### config.mk
export PLATFORM = sky130hd
export DESIGN_NAME = ipu_top
export DESIGN_NICKNAME = d
export VERILOG_FILES = /design/src/ipu_pkg.sv /design/src/ipu_multiplier.sv /design/src/ipu_serial_divider.sv /design/src/ipu_dsp_unit.sv /design/src/ipu_result_arbiter.sv /design/src/ipu_top.sv
export SDC_FILE = /design/constraint.sdc
export NUM_CORES = 2
export LEC_CHECK = 0
export ABC_CLOCK_PERIOD_IN_PS = 8950
export BUFFER_PORTS_ARGS = -buffer_cell sky130_fd_sc_hd__buf_2
export CORE_MARGIN = 1
export CORE_UTILIZATION = 35
export DETAILED_ROUTE_END_ITERATION = 8
export PLACE_DENSITY = 0.46
export SKIP_CTS_REPAIR_TIMING = 1
export SYNTH_ARGS = -nofsm -noshare
export SYNTH_HDL_FRONTEND = slang
export SYNTH_SLANG_ARGS = --single-unit
### constraint.sdc
create_clock -name clk_i -period 8.95 [get_ports clk_i]
set_input_delay 1.79 -clock clk_i [delete_from_list [all_inputs] [get_ports clk_i]]
set_output_delay 1.79 -clock clk_i [all_outputs]
set_load 0.01 [all_outputs]
### src/ipu_pkg.sv
// Shared widths and payload types; opcode encodings 23 to 31 are illegal and never get a response
`default_nettype none

package ipu_pkg;

  // ------------------------------
  // Widths
  // ------------------------------
  localparam int unsigned DataWidth = 32;
  localparam int unsigned IdWidth   = 5;   // 32 ids in flight at most
  localparam int unsigned ImmWidth  = 5;
  localparam int unsigned OpWidth   = 5;

  localparam int unsigned DivCountWidth = $clog2(DataWidth);  // One step per quotient bit

  // Units feeding the response merger
  localparam int unsigned NumUnits     = 3;
  localparam int unsigned UnitIdxWidth = $clog2(NumUnits);
  localparam int unsigned UnitMul      = 0;
  localparam int unsigned UnitDiv      = 1;
  localparam int unsigned UnitDsp      = 2;

  // ------------------------------
  // Opcodes
  // ------------------------------
  typedef enum logic [OpWidth-1:0] {
    MUL      = 5'd0,
    MULH     = 5'd1,
    MULHSU   = 5'd2,
    MULHU    = 5'd3,
    DIV      = 5'd4,
    DIVU     = 5'd5,
    REM      = 5'd6,
    REMU     = 5'd7,
    P_ABS    = 5'd8,
    P_SLET   = 5'd9,
    P_SLETU  = 5'd10,
    P_MIN    = 5'd11,
    P_MINU   = 5'd12,
    P_MAX    = 5'd13,
    P_MAXU   = 5'd14,
    P_EXTHS  = 5'd15,
    P_EXTHZ  = 5'd16,
    P_EXTBS  = 5'd17,
    P_EXTBZ  = 5'd18,
    P_CLIP   = 5'd19,  // Bounds from imm
    P_CLIPU  = 5'd20,
    P_CLIPR  = 5'd21,  // Bounds from arg_b
    P_CLIPUR = 5'd22
  } ipu_op_e;

  // ------------------------------
  // Channel payloads
  // ------------------------------
  typedef struct packed {
    ipu_op_e              op;
    logic [ImmWidth-1:0]  imm;
    logic [IdWidth-1:0]   id;
    logic [DataWidth-1:0] arg_a;
    logic [DataWidth-1:0] arg_b;
  } ipu_req_t;

  typedef struct packed {
    logic [DataWidth-1:0] result;
    logic [IdWidth-1:0]   id;
  } ipu_rsp_t;

endpackage

`default_nettype wire

### src/ipu_multiplier.sv
// Two stage multiplier with results two cycles after acceptance; MUL returns the low word and MULH* the high word
`timescale 1ns/1ps
`default_nettype none

module ipu_multiplier (
  input  logic              clk_i,
  input  logic              rst_n_i,
  input  ipu_pkg::ipu_req_t req_i,
  input  logic              in_valid_i,
  output logic              in_ready_o,
  output ipu_pkg::ipu_rsp_t rsp_o,
  output logic              out_valid_o,
  input  logic              out_ready_i
);

  typedef struct packed {
    ipu_pkg::ipu_op_e                 op;
    logic [ipu_pkg::IdWidth-1:0]      id;
    logic [ipu_pkg::DataWidth:0]      a;   // Extended by one sign bit
    logic [ipu_pkg::DataWidth:0]      b;
  } mul_s1_t;

  typedef struct packed {
    logic                             hi;
    logic [ipu_pkg::IdWidth-1:0]      id;
    logic [2*ipu_pkg::DataWidth-1:0]  prod;
  } mul_s2_t;

  logic    s1_valid_q, s2_valid_q;
  logic    s1_ready, s2_ready;
  logic    sign_a, sign_b;
  mul_s1_t s1_d, s1_q;
  mul_s2_t s2_d, s2_q;
  logic signed [2*ipu_pkg::DataWidth+1:0] prod_full;

  // A stage moves when the next one is empty or draining
  assign s2_ready   = ~s2_valid_q | out_ready_i;
  assign s1_ready   = ~s1_valid_q | s2_ready;
  assign in_ready_o = s1_ready;

  // Operand signedness per opcode
  always_comb begin
    sign_a = 1'b0;
    sign_b = 1'b0;
    case (req_i.op)
      ipu_pkg::MULH: begin
        sign_a = 1'b1;
        sign_b = 1'b1;
      end
      ipu_pkg::MULHSU: sign_a = 1'b1;
      default: ;  // MUL low word is sign agnostic
    endcase
  end

  assign s1_d.op = req_i.op;
  assign s1_d.id = req_i.id;
  assign s1_d.a  = {sign_a & req_i.arg_a[ipu_pkg::DataWidth-1], req_i.arg_a};
  assign s1_d.b  = {sign_b & req_i.arg_b[ipu_pkg::DataWidth-1], req_i.arg_b};

  // 33x33 signed product covers all four variants
  assign prod_full = $signed(s1_q.a) * $signed(s1_q.b);
  assign s2_d.hi   = (s1_q.op != ipu_pkg::MUL);
  assign s2_d.id   = s1_q.id;
  assign s2_d.prod = prod_full[2*ipu_pkg::DataWidth-1:0];

  always_ff @(posedge clk_i) begin
    if (!rst_n_i) begin
      s1_valid_q <= 1'b0;
      s2_valid_q <= 1'b0;
    end else begin
      if (s1_ready) s1_valid_q <= in_valid_i;
      if (s2_ready) s2_valid_q <= s1_valid_q;
    end
  end

  // Payload
  always_ff @(posedge clk_i) begin
    if (in_valid_i && s1_ready) s1_q <= s1_d;
    if (s1_valid_q && s2_ready) s2_q <= s2_d;
  end

  assign out_valid_o  = s2_valid_q;
  assign rsp_o.id     = s2_q.id;
  assign rsp_o.result = s2_q.hi ? s2_q.prod[2*ipu_pkg::DataWidth-1:ipu_pkg::DataWidth]
                                : s2_q.prod[ipu_pkg::DataWidth-1:0];

endmodule

`default_nettype wire

### src/ipu_serial_divider.sv
// Restoring divider taking one request at a time with about 34 cycles latency and RISC-V results for zero divisors
`timescale 1ns/1ps
`default_nettype none

module ipu_serial_divider (
  input  logic              clk_i,
  input  logic              rst_n_i,
  input  ipu_pkg::ipu_req_t req_i,
  input  logic              in_valid_i,
  output logic              in_ready_o,
  output ipu_pkg::ipu_rsp_t rsp_o,
  output logic              out_valid_o,
  input  logic              out_ready_i
);

  typedef enum logic [1:0] {
    IDLE,
    DIVIDE,
    DONE
  } div_state_e;

  div_state_e state_q;
  logic [ipu_pkg::DivCountWidth-1:0] count_q;

  logic [ipu_pkg::DataWidth-1:0] quo_q, rem_q, divisor_q;
  logic [ipu_pkg::IdWidth-1:0]   id_q;
  logic is_rem_q, neg_quo_q, neg_rem_q, div_zero_q;

  logic                          op_signed, op_rem;
  logic                          a_neg, b_neg;
  logic [ipu_pkg::DataWidth-1:0] abs_a, abs_b;
  logic [ipu_pkg::DataWidth:0]   partial, diff;
  logic                          fits;
  logic [ipu_pkg::DataWidth-1:0] quo_fix, rem_fix;

  // ------------------------------
  // Operand capture
  // ------------------------------
  assign op_signed = (req_i.op == ipu_pkg::DIV) || (req_i.op == ipu_pkg::REM);
  assign op_rem    = (req_i.op == ipu_pkg::REM) || (req_i.op == ipu_pkg::REMU);
  assign a_neg     = op_signed & req_i.arg_a[ipu_pkg::DataWidth-1];
  assign b_neg     = op_signed & req_i.arg_b[ipu_pkg::DataWidth-1];
  assign abs_a     = a_neg ? -req_i.arg_a : req_i.arg_a;
  assign abs_b     = b_neg ? -req_i.arg_b : req_i.arg_b;

  // ------------------------------
  // Shift and subtract step
  // ------------------------------
  assign partial = {rem_q, quo_q[ipu_pkg::DataWidth-1]};
  assign diff    = partial - {1'b0, divisor_q};
  assign fits    = (partial >= {1'b0, divisor_q});

  always_ff @(posedge clk_i) begin
    if (!rst_n_i) begin
      state_q <= IDLE;
      count_q <= '0;
    end else begin
      case (state_q)
        IDLE: begin
          if (in_valid_i) begin
            state_q <= DIVIDE;
            count_q <= '0;
          end
        end
        DIVIDE: begin
          count_q <= count_q + 1'b1;
          if (count_q == '1) state_q <= DONE;  // Last quotient bit
        end
        DONE: begin
          if (out_ready_i) state_q <= IDLE;
        end
        default: state_q <= IDLE;
      endcase
    end
  end

  // Quotient register starts as the dividend and fills from the right
  always_ff @(posedge clk_i) begin
    if (state_q == IDLE && in_valid_i) begin
      quo_q      <= abs_a;
      rem_q      <= '0;
      divisor_q  <= abs_b;
      id_q       <= req_i.id;
      is_rem_q   <= op_rem;
      neg_quo_q  <= a_neg ^ b_neg;
      neg_rem_q  <= a_neg;  // Remainder takes the dividend sign
      div_zero_q <= (req_i.arg_b == '0);
    end else if (state_q == DIVIDE) begin
      quo_q <= {quo_q[ipu_pkg::DataWidth-2:0], fits};
      rem_q <= fits ? diff[ipu_pkg::DataWidth-1:0] : partial[ipu_pkg::DataWidth-1:0];
    end
  end

  // ------------------------------
  // Sign fix and corner cases
  // ------------------------------
  // Overflow needs no special case since |MIN| / 1 keeps the MIN bit pattern
  assign quo_fix = div_zero_q ? '1 : (neg_quo_q ? -quo_q : quo_q);
  assign rem_fix = neg_rem_q ? -rem_q : rem_q;  // Zero divisor leaves the dividend here

  assign in_ready_o   = (state_q == IDLE);
  assign out_valid_o  = (state_q == DONE);
  assign rsp_o.id     = id_q;
  assign rsp_o.result = is_rem_q ? rem_fix : quo_fix;

endmodule

`default_nettype wire

### src/ipu_dsp_unit.sv
// Combinational Xpulpimg operations; clipr and clipur expect a non-negative bound in arg_b
`timescale 1ns/1ps
`default_nettype none

module ipu_dsp_unit (
  input  ipu_pkg::ipu_req_t req_i,
  input  logic              in_valid_i,
  output logic              in_ready_o,
  output ipu_pkg::ipu_rsp_t rsp_o,
  output logic              out_valid_o,
  input  logic              out_ready_i
);

  // No state so handshake passes straight through
  assign out_valid_o = in_valid_i;
  assign in_ready_o  = out_ready_i;
  assign rsp_o.id    = req_i.id;

  logic                          cmp_signed;
  logic [ipu_pkg::DataWidth-1:0] cmp_a, cmp_b;
  logic                          cmp_le;

  logic [ipu_pkg::DataWidth:0]   clip_mask;
  logic [ipu_pkg::DataWidth-1:0] imm_lo, imm_hi;
  logic [ipu_pkg::DataWidth-1:0] clip_lo, clip_hi;
  logic                          clip_unsigned, clip_imm, clip_below;
  logic                          a_msb;

  assign a_msb = req_i.arg_a[ipu_pkg::DataWidth-1];

  // ------------------------------
  // Shared comparator
  // ------------------------------
  assign cmp_le = $signed({cmp_signed & cmp_a[ipu_pkg::DataWidth-1], cmp_a})
               <= $signed({cmp_signed & cmp_b[ipu_pkg::DataWidth-1], cmp_b});

  // ------------------------------
  // Clip bounds
  // ------------------------------
  assign clip_mask     = {(ipu_pkg::DataWidth+1){1'b1}} << req_i.imm;
  assign imm_lo        = clip_mask[ipu_pkg::DataWidth:1];  // -2^(imm-1)
  assign imm_hi        = ~imm_lo;                          // 2^(imm-1)-1
  assign clip_unsigned = (req_i.op == ipu_pkg::P_CLIPU) || (req_i.op == ipu_pkg::P_CLIPUR);
  assign clip_imm      = (req_i.op == ipu_pkg::P_CLIP) || (req_i.op == ipu_pkg::P_CLIPU);
  assign clip_hi       = clip_imm ? imm_hi : req_i.arg_b;
  assign clip_lo       = clip_unsigned ? '0 : (clip_imm ? imm_lo : ~req_i.arg_b);

  // Negative input tested against the lower bound, else against the upper
  assign clip_below = a_msb | clip_hi[ipu_pkg::DataWidth-1];

  // Comparator operands per opcode
  always_comb begin
    cmp_signed = 1'b1;
    cmp_a      = req_i.arg_a;
    cmp_b      = req_i.arg_b;
    case (req_i.op)
      ipu_pkg::P_ABS: cmp_b = '0;
      ipu_pkg::P_SLETU,
      ipu_pkg::P_MINU,
      ipu_pkg::P_MAXU: cmp_signed = 1'b0;
      ipu_pkg::P_CLIP,
      ipu_pkg::P_CLIPU,
      ipu_pkg::P_CLIPR,
      ipu_pkg::P_CLIPUR: cmp_b = clip_below ? clip_lo : clip_hi;
      default: ;
    endcase
  end

  // ------------------------------
  // Result select
  // ------------------------------
  always_comb begin
    rsp_o.result = '0;
    case (req_i.op)
      ipu_pkg::P_ABS: rsp_o.result = cmp_le ? -req_i.arg_a : req_i.arg_a;
      ipu_pkg::P_SLET,
      ipu_pkg::P_SLETU: rsp_o.result = {{(ipu_pkg::DataWidth-1){1'b0}}, cmp_le};
      ipu_pkg::P_MIN,
      ipu_pkg::P_MINU: rsp_o.result = cmp_le ? req_i.arg_a : req_i.arg_b;
      ipu_pkg::P_MAX,
      ipu_pkg::P_MAXU: rsp_o.result = cmp_le ? req_i.arg_b : req_i.arg_a;
      ipu_pkg::P_EXTHS: rsp_o.result = {{(ipu_pkg::DataWidth/2){req_i.arg_a[15]}},
                                        req_i.arg_a[15:0]};
      ipu_pkg::P_EXTHZ: rsp_o.result = {{(ipu_pkg::DataWidth/2){1'b0}}, req_i.arg_a[15:0]};
      ipu_pkg::P_EXTBS: rsp_o.result = {{(ipu_pkg::DataWidth-8){req_i.arg_a[7]}},
                                        req_i.arg_a[7:0]};
      ipu_pkg::P_EXTBZ: rsp_o.result = {{(ipu_pkg::DataWidth-8){1'b0}}, req_i.arg_a[7:0]};
      ipu_pkg::P_CLIP,
      ipu_pkg::P_CLIPU,
      ipu_pkg::P_CLIPR,
      ipu_pkg::P_CLIPUR: begin
        if (cmp_le) begin
          rsp_o.result = clip_below ? clip_lo : req_i.arg_a;
        end else begin
          rsp_o.result = a_msb ? req_i.arg_a : clip_hi;  // Negative a above the lower bound
        end
      end
      default: ;
    endcase
  end

endmodule

`default_nettype wire

### src/ipu_result_arbiter.sv
// Combinational round robin merge of the unit responses; the pointer moves past the winner after each transfer
`timescale 1ns/1ps
`default_nettype none

module ipu_result_arbiter (
  input  logic                                      clk_i,
  input  logic                                      rst_n_i,
  input  ipu_pkg::ipu_rsp_t [ipu_pkg::NumUnits-1:0] rsp_i,
  input  logic [ipu_pkg::NumUnits-1:0]              valid_i,
  output logic [ipu_pkg::NumUnits-1:0]              ready_o,
  output ipu_pkg::ipu_rsp_t                         rsp_o,
  output logic                                      valid_o,
  input  logic                                      ready_i
);

  logic [ipu_pkg::UnitIdxWidth-1:0] ptr_q;
  logic [ipu_pkg::UnitIdxWidth-1:0] grant;
  logic                             found;

  // First valid input at or after the pointer
  always_comb begin
    int unsigned cand;
    grant = ptr_q;
    found = 1'b0;
    for (int unsigned k = 0; k < ipu_pkg::NumUnits; k++) begin
      cand = ptr_q + k;
      if (cand >= ipu_pkg::NumUnits) cand = cand - ipu_pkg::NumUnits;  // Wrap
      if (!found && valid_i[cand]) begin
        grant = cand[ipu_pkg::UnitIdxWidth-1:0];
        found = 1'b1;
      end
    end
  end

  assign valid_o = found;
  assign rsp_o   = rsp_i[grant];

  always_comb begin
    ready_o        = '0;
    ready_o[grant] = ready_i & found;
  end

  always_ff @(posedge clk_i) begin
    if (!rst_n_i) begin
      ptr_q <= '0;
    end else if (valid_o && ready_i) begin
      ptr_q <= (grant == ipu_pkg::NumUnits - 1) ? '0 : grant + 1'b1;
    end
  end

endmodule

`default_nettype wire

### src/ipu_top.sv
// Integer unit top; responses may return out of order and illegal opcodes are accepted without a response
`timescale 1ns/1ps
`default_nettype none

module ipu_top (
  input  logic              clk_i,
  input  logic              rst_n_i,
  input  ipu_pkg::ipu_req_t req_i,
  input  logic              req_valid_i,
  output logic              req_ready_o,
  output ipu_pkg::ipu_rsp_t rsp_o,
  output logic              rsp_valid_o,
  input  logic              rsp_ready_i
);

  logic [ipu_pkg::NumUnits-1:0]              unit_in_valid, unit_in_ready;
  logic [ipu_pkg::NumUnits-1:0]              unit_out_valid, unit_out_ready;
  ipu_pkg::ipu_rsp_t [ipu_pkg::NumUnits-1:0] unit_rsp;

  // ------------------------------
  // Dispatch
  // ------------------------------
  always_comb begin
    unit_in_valid = '0;
    req_ready_o   = 1'b1;
    case (req_i.op)
      ipu_pkg::MUL, ipu_pkg::MULH, ipu_pkg::MULHSU, ipu_pkg::MULHU: begin
        unit_in_valid[ipu_pkg::UnitMul] = req_valid_i;
        req_ready_o = unit_in_ready[ipu_pkg::UnitMul];
      end
      ipu_pkg::DIV, ipu_pkg::DIVU, ipu_pkg::REM, ipu_pkg::REMU: begin
        unit_in_valid[ipu_pkg::UnitDiv] = req_valid_i;
        req_ready_o = unit_in_ready[ipu_pkg::UnitDiv];
      end
      ipu_pkg::P_ABS, ipu_pkg::P_SLET, ipu_pkg::P_SLETU,
      ipu_pkg::P_MIN, ipu_pkg::P_MINU, ipu_pkg::P_MAX, ipu_pkg::P_MAXU,
      ipu_pkg::P_EXTHS, ipu_pkg::P_EXTHZ, ipu_pkg::P_EXTBS, ipu_pkg::P_EXTBZ,
      ipu_pkg::P_CLIP, ipu_pkg::P_CLIPU, ipu_pkg::P_CLIPR, ipu_pkg::P_CLIPUR: begin
        unit_in_valid[ipu_pkg::UnitDsp] = req_valid_i;
        req_ready_o = unit_in_ready[ipu_pkg::UnitDsp];
      end
      default: ;  // Illegal opcode swallowed
    endcase
  end

  // ------------------------------
  // Units
  // ------------------------------
  ipu_multiplier u_mul (
    .clk_i       (clk_i),
    .rst_n_i     (rst_n_i),
    .req_i       (req_i),
    .in_valid_i  (unit_in_valid[ipu_pkg::UnitMul]),
    .in_ready_o  (unit_in_ready[ipu_pkg::UnitMul]),
    .rsp_o       (unit_rsp[ipu_pkg::UnitMul]),
    .out_valid_o (unit_out_valid[ipu_pkg::UnitMul]),
    .out_ready_i (unit_out_ready[ipu_pkg::UnitMul])
  );

  ipu_serial_divider u_div (
    .clk_i       (clk_i),
    .rst_n_i     (rst_n_i),
    .req_i       (req_i),
    .in_valid_i  (unit_in_valid[ipu_pkg::UnitDiv]),
    .in_ready_o  (unit_in_ready[ipu_pkg::UnitDiv]),
    .rsp_o       (unit_rsp[ipu_pkg::UnitDiv]),
    .out_valid_o (unit_out_valid[ipu_pkg::UnitDiv]),
    .out_ready_i (unit_out_ready[ipu_pkg::UnitDiv])
  );

  ipu_dsp_unit u_dsp (
    .req_i       (req_i),
    .in_valid_i  (unit_in_valid[ipu_pkg::UnitDsp]),
    .in_ready_o  (unit_in_ready[ipu_pkg::UnitDsp]),
    .rsp_o       (unit_rsp[ipu_pkg::UnitDsp]),
    .out_valid_o (unit_out_valid[ipu_pkg::UnitDsp]),
    .out_ready_i (unit_out_ready[ipu_pkg::UnitDsp])
  );

  // Response merge
  ipu_result_arbiter u_arb (
    .clk_i   (clk_i),
    .rst_n_i (rst_n_i),
    .rsp_i   (unit_rsp),
    .valid_i (unit_out_valid),
    .ready_o (unit_out_ready),
    .rsp_o   (rsp_o),
    .valid_o (rsp_valid_o),
    .ready_i (rsp_ready_i)
  );

endmodule

`default_nettype wire

---- Word level (Yosys, flattened, before mapping) ----
Cells that the tools add are included.
Widths: inputs -> output; s select.
storage, ports and cells
  register bits ........................... 262
  latch bits .............................. 0
  RAM bits ................................ 0
  memory bits (read-only) ................. 0
  bits of input ports ..................... 83
  memories kept ........................... 0
cells by class
  add/subtract/negate cells ............... 12
  $mul .................................... 1
  divide/modulo/power cells ............... 0
  magnitude comparators ................... 10
  equality and inequality tests ........... 29
  shifts and indexed selects .............. 1
  multiplexer cells ....................... 55
  bitwise logic cells ..................... 16
  reductions and logical operators ........ 30
operators by type and width
  kind                   count
  $mux 32                23
  $pmux 32 s9            1
  $neg 32->32            4
  $lt 32x3->1 const B    3
  $bmux 37 s2            1
  $ge 32x2->1 const B    2
  $mul 33x33->64         1
  $not 32->32            2
  $pmux 32 s2            1
  $sub 32x2->32 const B  2
  $eq 5x4->1 const B     8
  $eq 5x5->1 const B     8
  $mux 37                1
  $ge 33x32->1           1
  $le 33x33->1           1
  $shl 33x5->33 const A  1
  $logic_not 32->1       1
  $sub 32x32->32         1
  $eq 5x3->1 const B     4
  $reduce_or 15->1       1
  $mux 2                 7
  $mux 1                 13
  $reduce_or 4->1        3
  $eq 5x2->1 const B     2
  34 further kinds       62

---- Longest topological paths before layout ----
  word-level depth ........................ 20
  mapped depth ............................ 29
  mapped depth without buffers ............ 27

---- Hierarchy ----
From an unflattened synthesis, not the netlist that was laid out.
second synthesis, totals
  cell total of the unflattened synthesis .. 6294
  area total of the unflattened synthesis .. 57901.8 µm²
modules (own cells, without submodules)
  module              instances  cells each  area each (µm²)
  ipu_multiplier      1          4344        43205.2
  ipu_serial_divider  1          1025        8733.4
  ipu_dsp_unit        1          765         4659.5
  ipu_result_arbiter  1          149         1228.7
  ipu_top             1          11          75.1

---- Worst setup path after synthesis ----
No wires, ideal clock.
  path type ............................... input to register
  start ................................... in req_i[77] in the netlist's numbering
  end ..................................... reg u_mul.s1_q[0] in the netlist's numbering (enable)
  arrival time ............................ 7.794 ns
  required time ........................... 8.415 ns
  path slack .............................. 0.621 ns
  cell stages on the path ................. 11
  path buffers ............................ 2
  path through ............................ buf_2 nand2b_1 o21ai_2 and2_0 nor2_1 maj3_1 a221oi_1 and2_1 clkbuf_1 a21oi_1 a21oi_1
RTL lines
  item                                             line                      RTL
  start: declaration                               ipu_top.sv:8              input ipu_pkg::ipu_req_t req_i,
  $eq 5x4->1 / $eq 5x5->1 (equally long branches)  ipu_top.sv:26             case (req_i.op)
  $reduce_or 15->1 *                               ipu_top.sv:26
  $mux 1 *                                         ipu_top.sv:26
  $bmux 1 s2                                       ipu_result_arbiter.sv:28  if (!found && valid_i[cand]) begin
  $mux 1 (implied by the code)                     ipu_result_arbiter.sv:28
  $mux 1                                           ipu_result_arbiter.sv:28
  $logic_not 1->1                                  ipu_result_arbiter.sv:28
  $logic_and 1x1->1                                ipu_result_arbiter.sv:28
  [2 not listed]                                   n/a
  $logic_and 1x1->1                                ipu_result_arbiter.sv:28
  $mux 1 *                                         ipu_result_arbiter.sv:28
  via rsp_valid_o                                  ipu_top.sv:12             output logic rsp_valid_o,
  $and 1x1->1 *                                    ipu_result_arbiter.sv:40  ready_o[grant] = ready_i & found;
  $and 3x3->3 (no line) *                          n/a
  $or 1x1->1 *                                     ipu_multiplier.sv:37      assign s2_ready = ~s2_valid_q | out_ready_i;
  $or 1x1->1 *                                     ipu_multiplier.sv:38      assign s1_ready = ~s1_valid_q | s2_ready;
  $logic_and 1x1->1 *                              ipu_multiplier.sv:78      if (in_valid_i && s1_ready) s1_q <= s1_d;
  end signal: assignment                           ipu_multiplier.sv:78
  end: declaration                                 ipu_multiplier.sv:32      mul_s1_t s1_d, s1_q;
The timed path passes the listed nets; every way through them passes the cells marked *. The select of a mux whose other input is x is not followed.
A chain may end at the register's enable or synchronous reset.

==> impl_results.md <==
* Initial antenna violation count at 33
* Setup tns final at 0 ns
* Slew @ Worst Pin at 1.112 ns
* Initial DRC Count at 2,910
* Clk_lat worst skew at 0.57 ns
* Clock sinks at 262
* Vias/cell at 5.157
* Yosys warns at 0
* Clock power share at 6.3%
* Register area at 0.007437 mm²
* Pins Over Slew Limit at 0
* Post-synth EDFFs at 219
* Int Power at 10,100 µW
* Synth area leader: fa_1
* Via Count at 43,390
* Hold Path Stages at 0
* Leak Pwr at 0.02863 µW
* Slew HR at 25.17%
* Outcome: complete, no violations
* CTS Buf Count at 35
* FFs w/ async S/R, synth at 0%
* Post-Syn Area at 0.05679 mm²
* GRT Total Usage at 24.33%
* Starting Density at 35.33%
* Final Util at 38.52%
* DRC viols at 0
* Input/output buffers at 121
* Crit path required time at 7.16 ns
* DR pass1 iterations at 6
* Yosys reg bits at 262
* Syn Inst Count at 6,227
* Routed len/inst at 23.20 µm
* Clock slew seen by the registers of the worst setup and hold paths at 0.06 ns
* Critical path launch point type: input pin
* Final setup viols at 0
* Nets at 7,710
* ANT nets after route at 0
* Class of the most critical setup path: in2out
* Synth Area per Inst at 9.120 µm²
* Share of the synthesized area in the top cell type at 39.69%
* Vias in the first global route at 45,970
* Switching Power at 12,350 µW
* Filler Cells Inserted at 16,430
* Worst hold path class: reg2reg
* Peak VDD IR at 0.5463 mV
* Commonest non-fill, non-tap cells in the layout: 1,132 x inv_1, 1,126 x fa_1, 790 x nand2_1, 538 x and2_1, 284 x ha_1
* H-tree level count at 2
* Fmax achieved at 115.9 MHz
* Final Hold Viols at 0
* Pwr Density at 362.6 mW/mm²
* Area occupied by multi-input gates at 0.04378 mm²
* MaxCap Viol Count at 0
* Register share of total power at 10.9%
* Num rows at 147
* Final HPWL DP at 161.5 mm
* Clk buf depth at 3
* Std-Cell Core Area at 0.1608 mm²
* Die Ht at 404.8 µm
* Seq/Total Area, Yosys at 13.10%
* Layout cells sized above 1 at 7.287%
* Most common cell after layout, fill and taps aside: inv_1
* Ys flop type: edfxtp_1
* Final wirelength at 195.2 mm
* Data arrival time of the worst path at 6.84 ns
* Grt ovf at 0
* Worst hold margin at 0.4212 ns
* Full die area at 0.1639 mm²
* Cell Area, Placed at 0.06046 mm²
* Worst Reg-to-Reg Cells at 29
* Routability Congestion at 0.9259
* Mapped Nets at 7,720
* Finished Cell Area at 0.06192 mm²
* Pin count of the biggest net entering global routing at 73
* Die X at 404.8 µm
* Netlist cell types at 88
* CTS tree: yes
* Gate power share at 82.8%
* Setup Skew at 0.03208 ns
* Top post-synthesis cells by area: fa_1 40%, edfxtp_1 12%, inv_1 7.5%
* Num ports at 122
* First-pass GRT wire length at 298.0 mm
* Sw frac at 55.02%
* RSZ-0062 raised after global routing: false
* Fin crit period at 8.631 ns
* CP endpoint kind: primary output
* Area grow syn2layout at 9.026%
* Root Buffer: clkbuf_16
* CP Max Fanout at 21
* Period utilization at 96.44%
-- worst max-delay path: stages --
cell and delay, ns:
buf_2 0.24, and3b_1 0.35, o21ai_4 0.11, buf_12 0.16, or4_1 0.40, o21ai_1 0.33
mux2i_1 0.25, nor2_1 0.05, a31oi_1 0.17, ha_1 0.26, nand3_1 0.10, a21oi_1 0.07
nor4b_1 0.33, o22a_1 0.30, o211a_1 0.25, o31ai_4 0.10, buf_12 0.17, or3_1 0.49
mux2i_1 0.21, a21oi_1 0.05, o21ai_0 0.33, buf_4 0.18, buf_2 0.13
-- routing by layer --
metal	GRT usage (%)	routed length [µm]
met5	0	22
met3	2.061	9626
met1	34.32	88400
met4	6.572	5744
met2	39.97	91400
-- worst paths after layout --
kind                                                from                  endpoint  slack [ns]
worst min register to register  u_mul.s1_q[70]$_DFFE_PP_  u_mul.rsp_o[4]$_DFFE_PP_        0.42
worst max-delay path                           req_i[75]                 rsp_o[17]        0.32
worst min-delay path            u_mul.s1_q[70]$_DFFE_PP_  u_mul.rsp_o[4]$_DFFE_PP_        0.42
worst max register to register  u_mul.s1_q[53]$_DFFE_PP_  u_mul.s2_q[61]$_DFFE_PP_        0.44
-- synthesized netlist by cell type (all sizes together), types with 29 or more instances --
| master | number |
|---|---|
| dfxtp | 43 |
| fa | 1126 |
| nand2 | 790 |
| nor3 | 66 |
| a21oi | 239 |
| mux2i | 72 |
| nor2b | 47 |
| a21o | 43 |
| and2 | 540 |
| xnor2 | 118 |
| a221oi | 37 |
| clkbuf | 347 |
| o21ai | 208 |
| a22oi | 37 |
| edfxtp | 219 |
| nand2b | 43 |
| o31ai | 34 |
| a31oi | 51 |
| buf | 29 |
| ha | 284 |
| inv | 1135 |
| nor2 | 198 |
| nand3 | 56 |
| xor2 | 113 |
-- layout make-up --
class                   instances  share of cell area (%)
flip-flops and latches        262                   12.01
well taps                    2160                   4.365
clock inverters                25                  0.3435
inverters                    1136                   6.893
diodes                         10                 0.04041
clock buffers                  39                   1.473
multi-input cells            4453                   70.70
repair buffers                329                   4.173
-- state kept, by name (all words and copies together), names as in the netlist --
register and count:
u_mul.s1_q 76, u_mul.s2_q 65, u_div.divisor_q 32, u_div.quo_q 32
u_div.rem_q 32, u_div.count_q 5, u_div.id_q 5, u_mul.rsp_o 5
u_arb.ptr_q 2, u_div.state_q 2, u_div.div_zero_q 1, u_div.is_rem_q 1
u_div.neg_quo_q 1, u_div.neg_rem_q 1, u_mul.out_valid_o 1, u_mul.s1_valid_q 1
-- stage by stage --
step | worst slack (ns) | total power, µW | instances
3_5_place_dp | 0.2807 | 20750 | 8314
6_report | 0.3188 | 22450 | 8414
5_1_grt | 0.02304 | 24370 | 8408
3_3_place_gp | 0.2004 | 21080 | 8314
4_1_cts | 0.1834 | 22490 | 8378
2_1_floorplan | 0.6210 | 14370 | 6227
-- logic make-up (layout without fill, tap and decap cells) --
group	count (synthesis)	after routing	share of synthesized area (%)
AOI/OAI and AO/OA	845	845	9.427
buffers and inverters	1512	1529	10.04
xor gates and xnor gates	231	231	3.562
other	0	10	0
adders and majority gates	1411	1411	45.97
DFF	262	262	13.10
and+or+nand+nor	1869	1869	16.14
muxes	97	97	1.771
-- power groups by stage --
stage          Clock, µW  Combinational (µW)  Sequential (µW)
2_1_floorplan          0               12000             2330
3_3_place_gp           0               18600             2470
3_5_place_dp           0               18300             2470
4_1_cts             1450               18600             2450
5_1_grt             1490               20400             2460
6_report            1420               18600             2450
(Power assumes the default switching activity.)
